### src/verilog/fetch_pkg.sv
// ==========================================================================
// Shared types for the fetch stage. 16-bit byte addresses, 16-bit words,
// so bit 0 of every fetch address is zero. Branch class is opcode 011.
// ==========================================================================

package fetch_pkg;

    typedef logic [15:0] addr_t;      // Byte address
    typedef logic [15:0] instr_t;     // One instruction word
    typedef logic [14:0] word_idx_t;  // Word index, used by the load port

    localparam logic [2:0] OPC_BRANCH = 3'b011;     // Conditional branch class
    localparam instr_t     NOP_INSTR  = 16'h0800;   // No-operation encoding

    // Packet handed to decode, 49 bits
    typedef struct packed {
        instr_t instr;
        addr_t  pc;
        addr_t  pc_next;     // Predicted next address
        logic   pred_taken;
    } fetch_pkt_t;

    // Resolution from execute, 19 bits
    typedef struct packed {
        logic  is_branch;
        logic  taken;
        logic  mispredict;
        addr_t target;       // Correct next address
    } resolve_t;

    // Memory load beat, 31 bits
    typedef struct packed {
        word_idx_t addr;
        instr_t    data;
    } load_t;

    function automatic logic is_branch(instr_t instr);
        return instr[15:13] == OPC_BRANCH;
    endfunction

    // Fall-through plus sign-extended low byte
    function automatic addr_t branch_target(addr_t pc, instr_t instr);
        return pc + addr_t'(2) + {{8{instr[7]}}, instr[7:0]};
    endfunction

endpackage
### src/verilog/fetch_top.sv
// ==========================================================================
// Fetch stage top. Parameters are set here and passed to the leaves.
// Output latency varies with line-buffer hits and misses.
// ==========================================================================

module fetch_top #(
    parameter int               MEM_WORDS    = 256,
    parameter int               MISS_LATENCY = 4,
    parameter fetch_pkg::addr_t RESET_PC     = '0
) (
    input  logic                  clk,
    input  logic                  rst_n,
    input  fetch_pkg::load_t      load,
    input  logic                  load_valid,
    input  logic                  halt,
    output fetch_pkg::fetch_pkt_t out_pkt,
    output logic                  out_valid,
    input  logic                  out_ready,
    input  fetch_pkg::resolve_t   resolve,
    input  logic                  resolve_valid
);

    fetch_pkg::addr_t  req_addr;   // Fetch to memory
    logic              req_valid;
    logic              req_ready;
    fetch_pkg::instr_t rsp_instr;  // Memory back to fetch
    logic              rsp_valid;
    logic              predict_taken;

    fetch #(
        .RESET_PC (RESET_PC)
    ) u_fetch (
        .clk, .rst_n, .halt,
        .req_addr, .req_valid, .req_ready,
        .rsp_instr, .rsp_valid,
        .predict_taken,
        .resolve, .resolve_valid,
        .out_pkt, .out_valid, .out_ready
    );

    instr_mem #(
        .MEM_WORDS    (MEM_WORDS),
        .MISS_LATENCY (MISS_LATENCY)
    ) u_instr_mem (
        .clk, .rst_n, .load, .load_valid,
        .req_addr, .req_valid, .req_ready,
        .rsp_instr, .rsp_valid
    );

    branch_predictor u_bp (
        .clk, .rst_n, .resolve, .resolve_valid, .predict_taken
    );

endmodule

### src/verilog/fetch.sv
// ==========================================================================
// PC, request issue and output register toward decode. At most one
// request outstanding plus one buffered packet. A mispredict redirect
// wins over every other update; late responses are dropped via squash.
// ==========================================================================

module fetch #(
    parameter fetch_pkg::addr_t RESET_PC = '0
) (
    input  logic                  clk,
    input  logic                  rst_n,
    input  logic                  halt,
    output fetch_pkg::addr_t      req_addr,
    output logic                  req_valid,
    input  logic                  req_ready,
    input  fetch_pkg::instr_t     rsp_instr,
    input  logic                  rsp_valid,
    input  logic                  predict_taken,
    input  fetch_pkg::resolve_t   resolve,
    input  logic                  resolve_valid,
    output fetch_pkg::fetch_pkt_t out_pkt,
    output logic                  out_valid,
    input  logic                  out_ready
);

    fetch_pkg::addr_t      pc;            // Address of next or outstanding fetch
    logic                  pending;       // Request in memory
    logic                  squash;        // Drop that response on arrival
    fetch_pkg::fetch_pkt_t pkt_q;
    logic                  valid_q;

    logic                  flush;
    logic                  room;
    logic                  req_fire;
    logic                  rsp_take;
    logic                  taken;
    fetch_pkg::addr_t      pc_seq;
    fetch_pkg::addr_t      pc_pred;
    fetch_pkg::fetch_pkt_t new_pkt;

    assign flush    = resolve_valid && resolve.mispredict;
    assign room     = !valid_q || out_ready;          // Empty, or draining now
    assign req_fire = req_valid && req_ready;
    assign rsp_take = rsp_valid && !squash;

    // Issue only with space for the result, halt blocks new requests
    assign req_valid = !pending && !halt && room;
    assign req_addr  = pc;

    // Next-PC selection from the returned word
    assign taken   = fetch_pkg::is_branch(rsp_instr) && predict_taken;
    assign pc_seq  = pc + fetch_pkg::addr_t'(2);
    assign pc_pred = taken ? fetch_pkg::branch_target(pc, rsp_instr) : pc_seq;

    always_comb begin
        new_pkt.instr      = rsp_instr;
        new_pkt.pc         = pc;                // Unchanged since issue
        new_pkt.pc_next    = pc_pred;
        new_pkt.pred_taken = taken;
    end

    // PC and request bookkeeping
    always_ff @(posedge clk or negedge rst_n) begin
        if (!rst_n) begin
            pc      <= RESET_PC;
            pending <= 1'b0;
            squash  <= 1'b0;
        end else begin
            // req_fire and rsp_valid never coincide, one in flight
            if (req_fire)
                pending <= 1'b1;
            else if (rsp_valid)
                pending <= 1'b0;

            if (flush) begin
                pc     <= resolve.target;
                // Anything still in memory after this edge is stale
                squash <= (pending && !rsp_valid) || req_fire;
            end else begin
                if (rsp_valid)
                    squash <= 1'b0;
                if (rsp_take)
                    pc <= pc_pred;              // Advance along predicted path
            end
        end
    end

    // Output register toward decode
    always_ff @(posedge clk or negedge rst_n) begin
        if (!rst_n) begin
            valid_q            <= 1'b0;
            pkt_q.instr        <= fetch_pkg::NOP_INSTR;
            pkt_q.pc           <= RESET_PC;
            pkt_q.pc_next      <= RESET_PC;
            pkt_q.pred_taken   <= 1'b0;
        end else if (flush) begin
            valid_q            <= 1'b0;        // Wrong-path packet dies
            pkt_q.instr        <= fetch_pkg::NOP_INSTR;
            pkt_q.pred_taken   <= 1'b0;
        end else if (rsp_take) begin
            valid_q <= 1'b1;
            pkt_q   <= new_pkt;
        end else if (out_ready) begin
            valid_q <= 1'b0;
        end
    end

    assign out_pkt   = pkt_q;
    assign out_valid = valid_q;

    // Stalled packet holds until taken, unless execute redirects
    a_out_stable: assert property (
        @(posedge clk) disable iff (!rst_n)
        (out_valid && !out_ready && !flush) |=> (out_valid && $stable(out_pkt))
    );

    // Memory must be idle whenever fetch issues, so no second request
    // starts while one is pending there
    a_single_outstanding: assert property (
        @(posedge clk) disable iff (!rst_n)
        req_valid |-> req_ready
    );

    // A response only comes back for something fetch asked for
    a_rsp_expected: assert property (
        @(posedge clk) disable iff (!rst_n)
        rsp_valid |-> pending
    );

endmodule

### src/verilog/instr_mem.sv
// ==========================================================================
// Instruction memory with a one-line buffer that only models timing.
// MEM_WORDS must be a power of two, MISS_LATENCY at least 1. Loads are
// expected while fetch is halted; the response is always taken.
// ==========================================================================

module instr_mem #(
    parameter int MEM_WORDS    = 256,
    parameter int MISS_LATENCY = 4
) (
    input  logic              clk,
    input  logic              rst_n,
    input  fetch_pkg::load_t  load,
    input  logic              load_valid,
    input  fetch_pkg::addr_t  req_addr,
    input  logic              req_valid,
    output logic              req_ready,
    output fetch_pkg::instr_t rsp_instr,
    output logic              rsp_valid
);

    localparam int LINE_WORDS = 4;                              // Words per buffer line
    localparam int OFF_W      = $clog2(LINE_WORDS * 2);         // Byte offset inside a line
    localparam int IDX_W      = $clog2(MEM_WORDS);
    localparam int CNT_W      = (MISS_LATENCY > 1) ? $clog2(MISS_LATENCY) : 1;

    typedef enum logic [1:0] {IDLE, WAIT, RESPOND} state_t;

    fetch_pkg::instr_t mem [MEM_WORDS];

    state_t                state;
    logic [CNT_W-1:0]      cnt;           // Miss countdown
    logic [15-OFF_W:0]     line_tag;      // Line currently buffered
    logic                  line_valid;
    logic [15-OFF_W:0]     miss_tag;      // Tag of the outstanding miss
    fetch_pkg::instr_t     data_q;        // Word read at acceptance
    logic                  req_fire;
    logic                  hit;
    logic [IDX_W-1:0]      req_idx;

    assign req_idx  = req_addr[IDX_W:1];
    assign req_fire = req_valid && req_ready;
    assign hit      = line_valid && (line_tag == req_addr[15:OFF_W]);

    // Load port, testbench fills the image
    always_ff @(posedge clk) begin
        if (load_valid)
            mem[load.addr[IDX_W-1:0]] <= load.data;
    end

    // Word and tag are captured when the request is taken
    always_ff @(posedge clk) begin
        if (req_fire) begin
            data_q   <= mem[req_idx];
            miss_tag <= req_addr[15:OFF_W];
        end
    end

    always_ff @(posedge clk or negedge rst_n) begin
        if (!rst_n) begin
            state      <= IDLE;
            cnt        <= '0;
            line_tag   <= '0;
            line_valid <= 1'b0;
        end else begin
            case (state)
                IDLE: begin
                    if (req_fire) begin
                        if (hit) begin
                            state <= RESPOND;       // hit skips the wait
                        end else begin
                            state <= WAIT;
                            cnt   <= CNT_W'(MISS_LATENCY - 1);
                        end
                    end
                end
                WAIT: begin
                    if (cnt == '0) begin
                        state      <= RESPOND;
                        line_tag   <= miss_tag;     // Refill the buffer
                        line_valid <= 1'b1;
                    end else begin
                        cnt <= cnt - 1'b1;
                    end
                end
                RESPOND: state <= IDLE;             // Consumer never stalls
                default: state <= IDLE;
            endcase
        end
    end

    assign req_ready = (state == IDLE);   // One request at a time
    assign rsp_valid = (state == RESPOND);
    assign rsp_instr = data_q;

    a_req_aligned: assert property (
        @(posedge clk) disable iff (!rst_n)
        req_valid |-> (req_addr[0] == 1'b0)
    );

endmodule

### src/verilog/branch_predictor.sv
// ==========================================================================
// Single global 2-bit saturating counter shared by every branch.
// Trained only by resolutions flagged is_branch; no per-PC history.
// ==========================================================================

module branch_predictor (
    input  logic                clk,
    input  logic                rst_n,
    input  fetch_pkg::resolve_t resolve,
    input  logic                resolve_valid,
    output logic                predict_taken
);

    // Counter encodings
    localparam logic [1:0] STRONG_NT = 2'd0;
    localparam logic [1:0] WEAK_NT   = 2'd1;   // reset state
    localparam logic [1:0] STRONG_T  = 2'd3;

    logic [1:0] ctr;
    logic       train;      // a branch resolved this cycle
    logic       inc_ok;     // Room to count up
    logic       dec_ok;     // Room to count down

    assign train  = resolve_valid && resolve.is_branch;
    assign inc_ok = ctr != STRONG_T;
    assign dec_ok = ctr != STRONG_NT;

    always_ff @(posedge clk or negedge rst_n) begin
        if (!rst_n) begin
            ctr <= WEAK_NT;
        end else if (train) begin
            if (resolve.taken) begin
                if (inc_ok)
                    ctr <= ctr + 2'd1;   // Saturate at 3
            end else begin
                if (dec_ok)
                    ctr <= ctr - 2'd1;   // Saturate at 0
            end
        end
    end

    // Upper bit says taken in states 2 and 3
    assign predict_taken = ctr[1];

endmodule

### config.mk
export PLATFORM = sky130hd
export DESIGN_NAME = fetch_top
export DESIGN_NICKNAME = d
export VERILOG_FILES = /design/src/verilog/fetch_pkg.sv /design/src/verilog/fetch_top.sv /design/src/verilog/fetch.sv /design/src/verilog/instr_mem.sv /design/src/verilog/branch_predictor.sv
export SDC_FILE = /design/constraint.sdc
export NUM_CORES = 2
export LEC_CHECK = 0
export BUFFER_PORTS_ARGS = -buffer_cell sky130_fd_sc_hd__buf_4
export CORE_ASPECT_RATIO = 1.2
export CORE_MARGIN = 4
export CORE_UTILIZATION = 50
export CTS_BUF_LIST = sky130_fd_sc_hd__clkbuf_2
export CTS_CLUSTER_DIAMETER = 120
export CTS_CLUSTER_SIZE = 20
export DETAILED_ROUTE_END_ITERATION = 8
export PLACE_DENSITY = 0.65
export SYNTH_ARGS = -nofsm -noshare
export SYNTH_HDL_FRONTEND = slang
export SYNTH_SLANG_ARGS = --single-unit
### constraint.sdc
create_clock -name clk -period 4.3 [get_ports clk]
set_input_delay 0.645 -clock clk [delete_from_list [all_inputs] [get_ports clk]]
set_output_delay 0.645 -clock clk [all_outputs]
set_load 0.005 [all_outputs]
Word-level counts from Yosys, hierarchy flattened
Memories as Yosys holds them, arrays and structs flattened. A register that Yosys moved wholly into a read port is not among the register bits.
Index checks and enable logic that the tools add are counted.
{ "classes": {"add_sub_neg": 5, "muxes": 25, "eq_ne": 10, "bitwise": 1, "n_reduce_logical": 30} }
{ "op_table": {"columns": ["operator", "n"], "rows": [
  ["$mux W16", 4],
  ["$mux W49", 1],
  ["$mux W2", 9],
  ["$add A16 B16 Y16", 1],
  ["$add A16 B2 Y16 const B", 1],
  ["$eq A13 B13 Y1", 1],
  ["$reduce_bool A2 Y1", 6],
  ["$logic_and A1 B1 Y1", 9],
  ["$mux W1", 9],
  ["$ne A2 B2 Y1 const B", 4],
  ["$pmux W2 S2", 2],
  ["$reduce_and A2 Y1", 3],
  ["$logic_not A1 Y1", 5],
  ["$logic_not A2 Y1", 2],
  ["$ne A2 B1 Y1 const B", 2],
  ["$reduce_and A4 Y1", 1],
  ["$sub A2 B1 Y2 const B", 2],
  ["$eq A3 B2 Y1 const B", 1],
  ["$reduce_and A3 Y1", 1],
  ["$reduce_bool A3 Y1", 1],
  ["$add A2 B1 Y2 const B", 1],
  ["$eq A2 B1 Y1 const B", 1],
  ["$eq A2 B2 Y1 const B", 1],
  ["$logic_or A1 B1 Y1", 2],
  ["$not A1 Y1", 1]
]} }
{ "totals": {"mem_bits_rw": 4096, "input_bits": 56, "memories": 1, "word_cells": 86, "regBits": 101} }
{ "mem_list": {"columns": ["name", "depth", "word_bits", "rd", "rd_clocked_by_memory_dff", "wr", "line", "source"], "rows": [
  ["u_instr_mem.mem", 256, 16, 1, 1, 1, "instr_mem.sv:29", "fetch_pkg::instr_t mem [MEM_WORDS];"]
]} }

Depth between registers and ports, before layout
{ "depth": {"word_depth": 6, "depth_mapped": 17} }

Hierarchy
A second synthesis with hierarchy kept.
{ "unflattened": {"cells_unflattened": 7855, "area_unflattened_um2": 164026.1} }
{ "by_module_without_submodules": {"columns": ["module", "cells_per_inst", "seq_area_each_um2", "area_each_um2", "instances"], "rows": [
  ["instr_mem", 7393, 124319.2, 160001.0, 1],
  ["fetch", 453, 1702.9, 3923.8, 1],
  ["branch_predictor", 9, 51.3, 101.3, 1]
]} }

Least setup slack after synthesis
OpenSTA, ideal clock, no wires.
{ "synth_path": {"path_type": "in2reg", "startpoint": "in out_ready", "endpoint": "reg u_instr_mem.cnt[1]", "stages": 7, "setup_ps": 82, "arrival_ps": 3493, "path_slack_ps": 725, "cell_sequence": "nand2b_1 -> nand2_1 -> nor3_1 -> nor2_1 -> nor2_1 -> nor2_1 -> a31oi_1"} }
{ "synth_between": {"elab_chain_cells": 5} }
{ "synth_lines": {"columns": ["item", "line", "source"], "rows": [
  ["from (decl)", "fetch_top.sv:18", "input logic out_ready,"],
  ["$logic_or A1 B1 Y1", "fetch.sv:42", "assign room = !valid_q || out_ready;"],
  ["$logic_and A1 B1 Y1", "fetch.sv:47", "assign req_valid = !pending && !halt && room;"],
  ["$logic_and A1 B1 Y1", null, null],
  ["net u_fetch.req_fire", "fetch.sv:34", "logic req_fire;"],
  ["$ne A2 B2 Y1 (no source line)", null, null],
  ["$reduce_and A4 Y1 (no source line)", null, null],
  ["to (signal assigned)", "instr_mem.sv:73", "cnt <= CNT_W'(MISS_LATENCY - 1);"],
  ["to (signal assigned)", "instr_mem.sv:83", "cnt <= cnt - 1'b1;"],
  ["to (decl)", "instr_mem.sv:32", "logic [CNT_W-1:0] cnt;"]
]} }
The timed path passes the listed nets, and every way through them passes these cells.
A chain may end at the register's enable or synchronous reset.

==> impl_metrics.yaml <==
synth:
  synth_area_um2: 163000
  ys_seq_elements: 4213
  synth_top_area_share_pct: 76.0
  avgSynthCellArea_um2: 22.0
  yosys-top-cells-area: "edfxtp_1 (76%), mux4_2 (14%), dfrtp_1 (1.3%)"
  synth_top_cell_by_area: "edfxtp_1"
  synth_ff_type: "edfxtp_1"
  synth-edff-count: 4125
  yosysWarnings: 0
  syn_nets: 7477
  syn_inst: 7400
  async_reset_ff_share_pct: 2.09
  ys_seq_area_share_pct: 77.3
  ys_types: 78
power:
  leakage_nw: 54.5
  power.density_nw_per_um2: 474
  ir_drop_mv: 0.304
  power_mw: 83.5
flow_run:
  drv_cap: 0
place:
  dpl_cell_area_um2: 173000
  gp_congestion: 0.875
  port_buffers: 98
  place_hpwl_um: 274000
cells_and_area:
  seq_area_um2: 126000
  drive_above_1_share_pct: 27.5
  fin_util_pct: 54.3
  fillers: 24400
  synthToLayoutAreaGrowth_pct: 8.10
  fin_area_um2: 176000
  layout.nets: 8225
  multi_input_area_um2: 34600
sta:
  slew_violations: 0
  hold_ws_ns: 0.249
  fin_setup_tns_ns: 0
  fin_crit_sh_pct: 99.6
  setup_viol: 0
  rsz0062_at_grt: "false"
  max_slew_margin_pct: 22.6
  max_freq_ghz: 0.233
  hold_viol: 0
  min_period_ns: 4.28
  worst_pin_slew_ns: 1.16
  fin_skew_ns: 0.288
global_route:
  grt_max_degree: 135
  grt_usage_pct: 26.8
  grt-ovfl-total: 0
  first_global_vias: 80200
  grt_pass1_wl_um: 631000
  antenna_found_initial: 38
floorplanning:
  die-area_um2: 335000
  io_pins: 106
  fp.dieW_um: 529
  core_um2: 324000
  fp.dieH_um: 633
  initial_core_util_pct: 50.3
  rows: 229
route:
  viasPerCell: 6.54
  detail-route-antenna-nets: 0
  vias: 81600
  drc: 0
  drt_iter0_drc: 12100
  wl_per_cell_um: 36.2
  detail_route.wirelength_um: 452000
  drt_first_pass_iters: 6
clock_tree:
  cts-htree-levels: 4
  post-cts-setup-buffers: 0
  clk_path_buf_depth: 4
  cts_tree: "built"
  cts-root-buf: "clkbuf_2"
  insertion_delay_ns: 1.99
  path_clk_slew_ns: 0.38
  clock-sinks: 4213
  numCtsBuffers: 237
setup_path:
  worst_setup_path_end_kind: "flip-flop"
  crit_required_ns: 6.19
  start_kind: "flip-flop"
  worstSetupPathType: "reg2reg"
  critPathMaxFanout: 48
  cp.arrival_ns: 6.17
worst_hold_path:
  worst_hold_path_type: "in2reg"
outcome:
  status: "finished, final reports clean"
## layer usage
metal / global-route usage, % / part of all wire (%) / wire, µm
met1: 37.5 / 37 / 169000
met3: 4.12 / 9.3 / 42100
met5: 0 / 0.030 / 136
met2: 43.3 / 49 / 220000
met4: 9.87 / 4.4 / 19900
## worst paths after layout
path                                                        end                                from  cells past startpoint  slack [ns]
setup / recovery            u_instr_mem.rsp_instr[12]$_DFFE_PP_     u_fetch.req_addr[2]$_DFFE_PN0P_                     11        0.02
hold / removal                 u_instr_mem.mem[93][1]$_DFFE_PP_                            load[20]                      6        0.25
setup reg to reg            u_instr_mem.rsp_instr[12]$_DFFE_PP_     u_fetch.req_addr[2]$_DFFE_PN0P_                     11        0.02
hold reg to reg            u_instr_mem.line_tag[12]$_DFFE_PN0P_  u_instr_mem.miss_tag[12]$_DFFE_PP_                      1        0.50
max in group asynchronous       u_fetch.out_pkt[44]$_DFFE_PN1P_                               rst_n                      7        2.69
min in group asynchronous       u_fetch.out_pkt[25]$_DFFE_PN0P_                               rst_n                      6        0.82
## timing repair
item                                   in CTS  in global routing
endpoints found under the hold margin    8360                  0
setup endpoints to repair                   0                  1
hold buffers                              167                  0
resized for setup                           0                  1
## placed cells by master, fill, tap and decap left out, drive strengths merged, types with 27 or more instances in the layout
| cell type | Yosys | final |
|---|---|---|
| a211oi | 36 | 36 |
| a21oi | 137 | 137 |
| a221oi | 52 | 52 |
| a22o | 27 | 27 |
| a22oi | 114 | 114 |
| buf | 264 | 783 |
| clkbuf | 168 | 272 |
| dfrtp | 86 | 86 |
| dlygate4sd3 | 0 | 150 |
| edfxtp | 4125 | 4125 |
| mux2i | 210 | 210 |
| mux4 | 1048 | 1048 |
| nand2 | 255 | 255 |
| nand3 | 56 | 56 |
| nor2 | 334 | 334 |
| nor3 | 30 | 30 |
| o21ai | 96 | 96 |
| o221ai | 37 | 37 |
| o22ai | 50 | 50 |
## cells by family after synthesis
| group | count (synthesis) | share of synthesized area, % |
|---|---|---|
| muxes | 1276 | 15.9 |
| and+or+nand+nor | 771 | 2.01 |
| DFF | 4213 | 77.3 |
| adders and majority gates | 22 | 0.172 |
| AOI/OAI and AO/OA | 640 | 2.67 |
| buffers and inverters | 445 | 1.67 |
| xor gates and xnor gates | 33 | 0.177 |
## through the flow
stage | std cells | worst slack [ns]
3_3_place_gp | 12000 | 0.141
5_1_grt | 12500 | 0.0113
2_1_floorplan | 7400 | 0.725
3_5_place_dp | 12000 | 0.112
6_report | 12500 | 0.0154
4_1_cts | 12500 | 0.0650
## critical path: stages (launching register included)
cell and delay [ns]:
dfrtp_4 0.73, buf_12 0.27, buf_12 0.29, buf_4 0.35, mux4_2 0.25, mux4_2 0.28, mux2i_1 0.09, buf_4 0.18
a311oi_1 0.83, o2111ai_1 0.39, buf_12 0.26, nor3_1 0.14
## state kept, by name, summed over array words and instances (netlist names), 2 cells and up
name,count
u_bp.ctr,2
u_fetch.req_addr,16
u_instr_mem.cnt,2
u_instr_mem.mem,4096
u_instr_mem.miss_tag,13
u_instr_mem.rsp_instr,16
u_fetch.out_pkt,49
u_instr_mem.state,2
u_instr_mem.line_tag,13
## final cells by class
| type | instances | share of cell area, % |
|---|---|---|
| Multi-Input combinational cell | 2742 | 19.6 |
| Antenna cell | 21 | 0.0298 |
| Clock buffer | 264 | 0.750 |
| Inverter | 13 | 0.0320 |
| Sequential cell | 4213 | 71.6 |
| Timing Repair Buffer | 941 | 4.94 |
| Clock inverter | 7 | 0.0440 |
| Tap cell | 4273 | 3.03 |
## synthesized netlist by cell type (36+ instances only)
cell type	n
edfxtp_1	4125
mux4_2	1025
nor2_1	334
nand2_1	255
mux2i_1	210
clkbuf_1	164
a21oi_1	137
a22oi_1	114
o21ai_0	92
buf_2	87
dfrtp_1	86
buf_4	76
nand3_1	56
a221oi_1	52
o22ai_1	50
buf_6	49
o221ai_1	37
a211oi_1	36
## power breakdown
group / internal [mW] / switching (mW)
Combinational: 9.90 / 14.4
Sequential: 45.6 / 0.495
Clock: 1.66 / 11.5
Total: 57.2 / 26.3
Power figures use the tool's default switching activity.
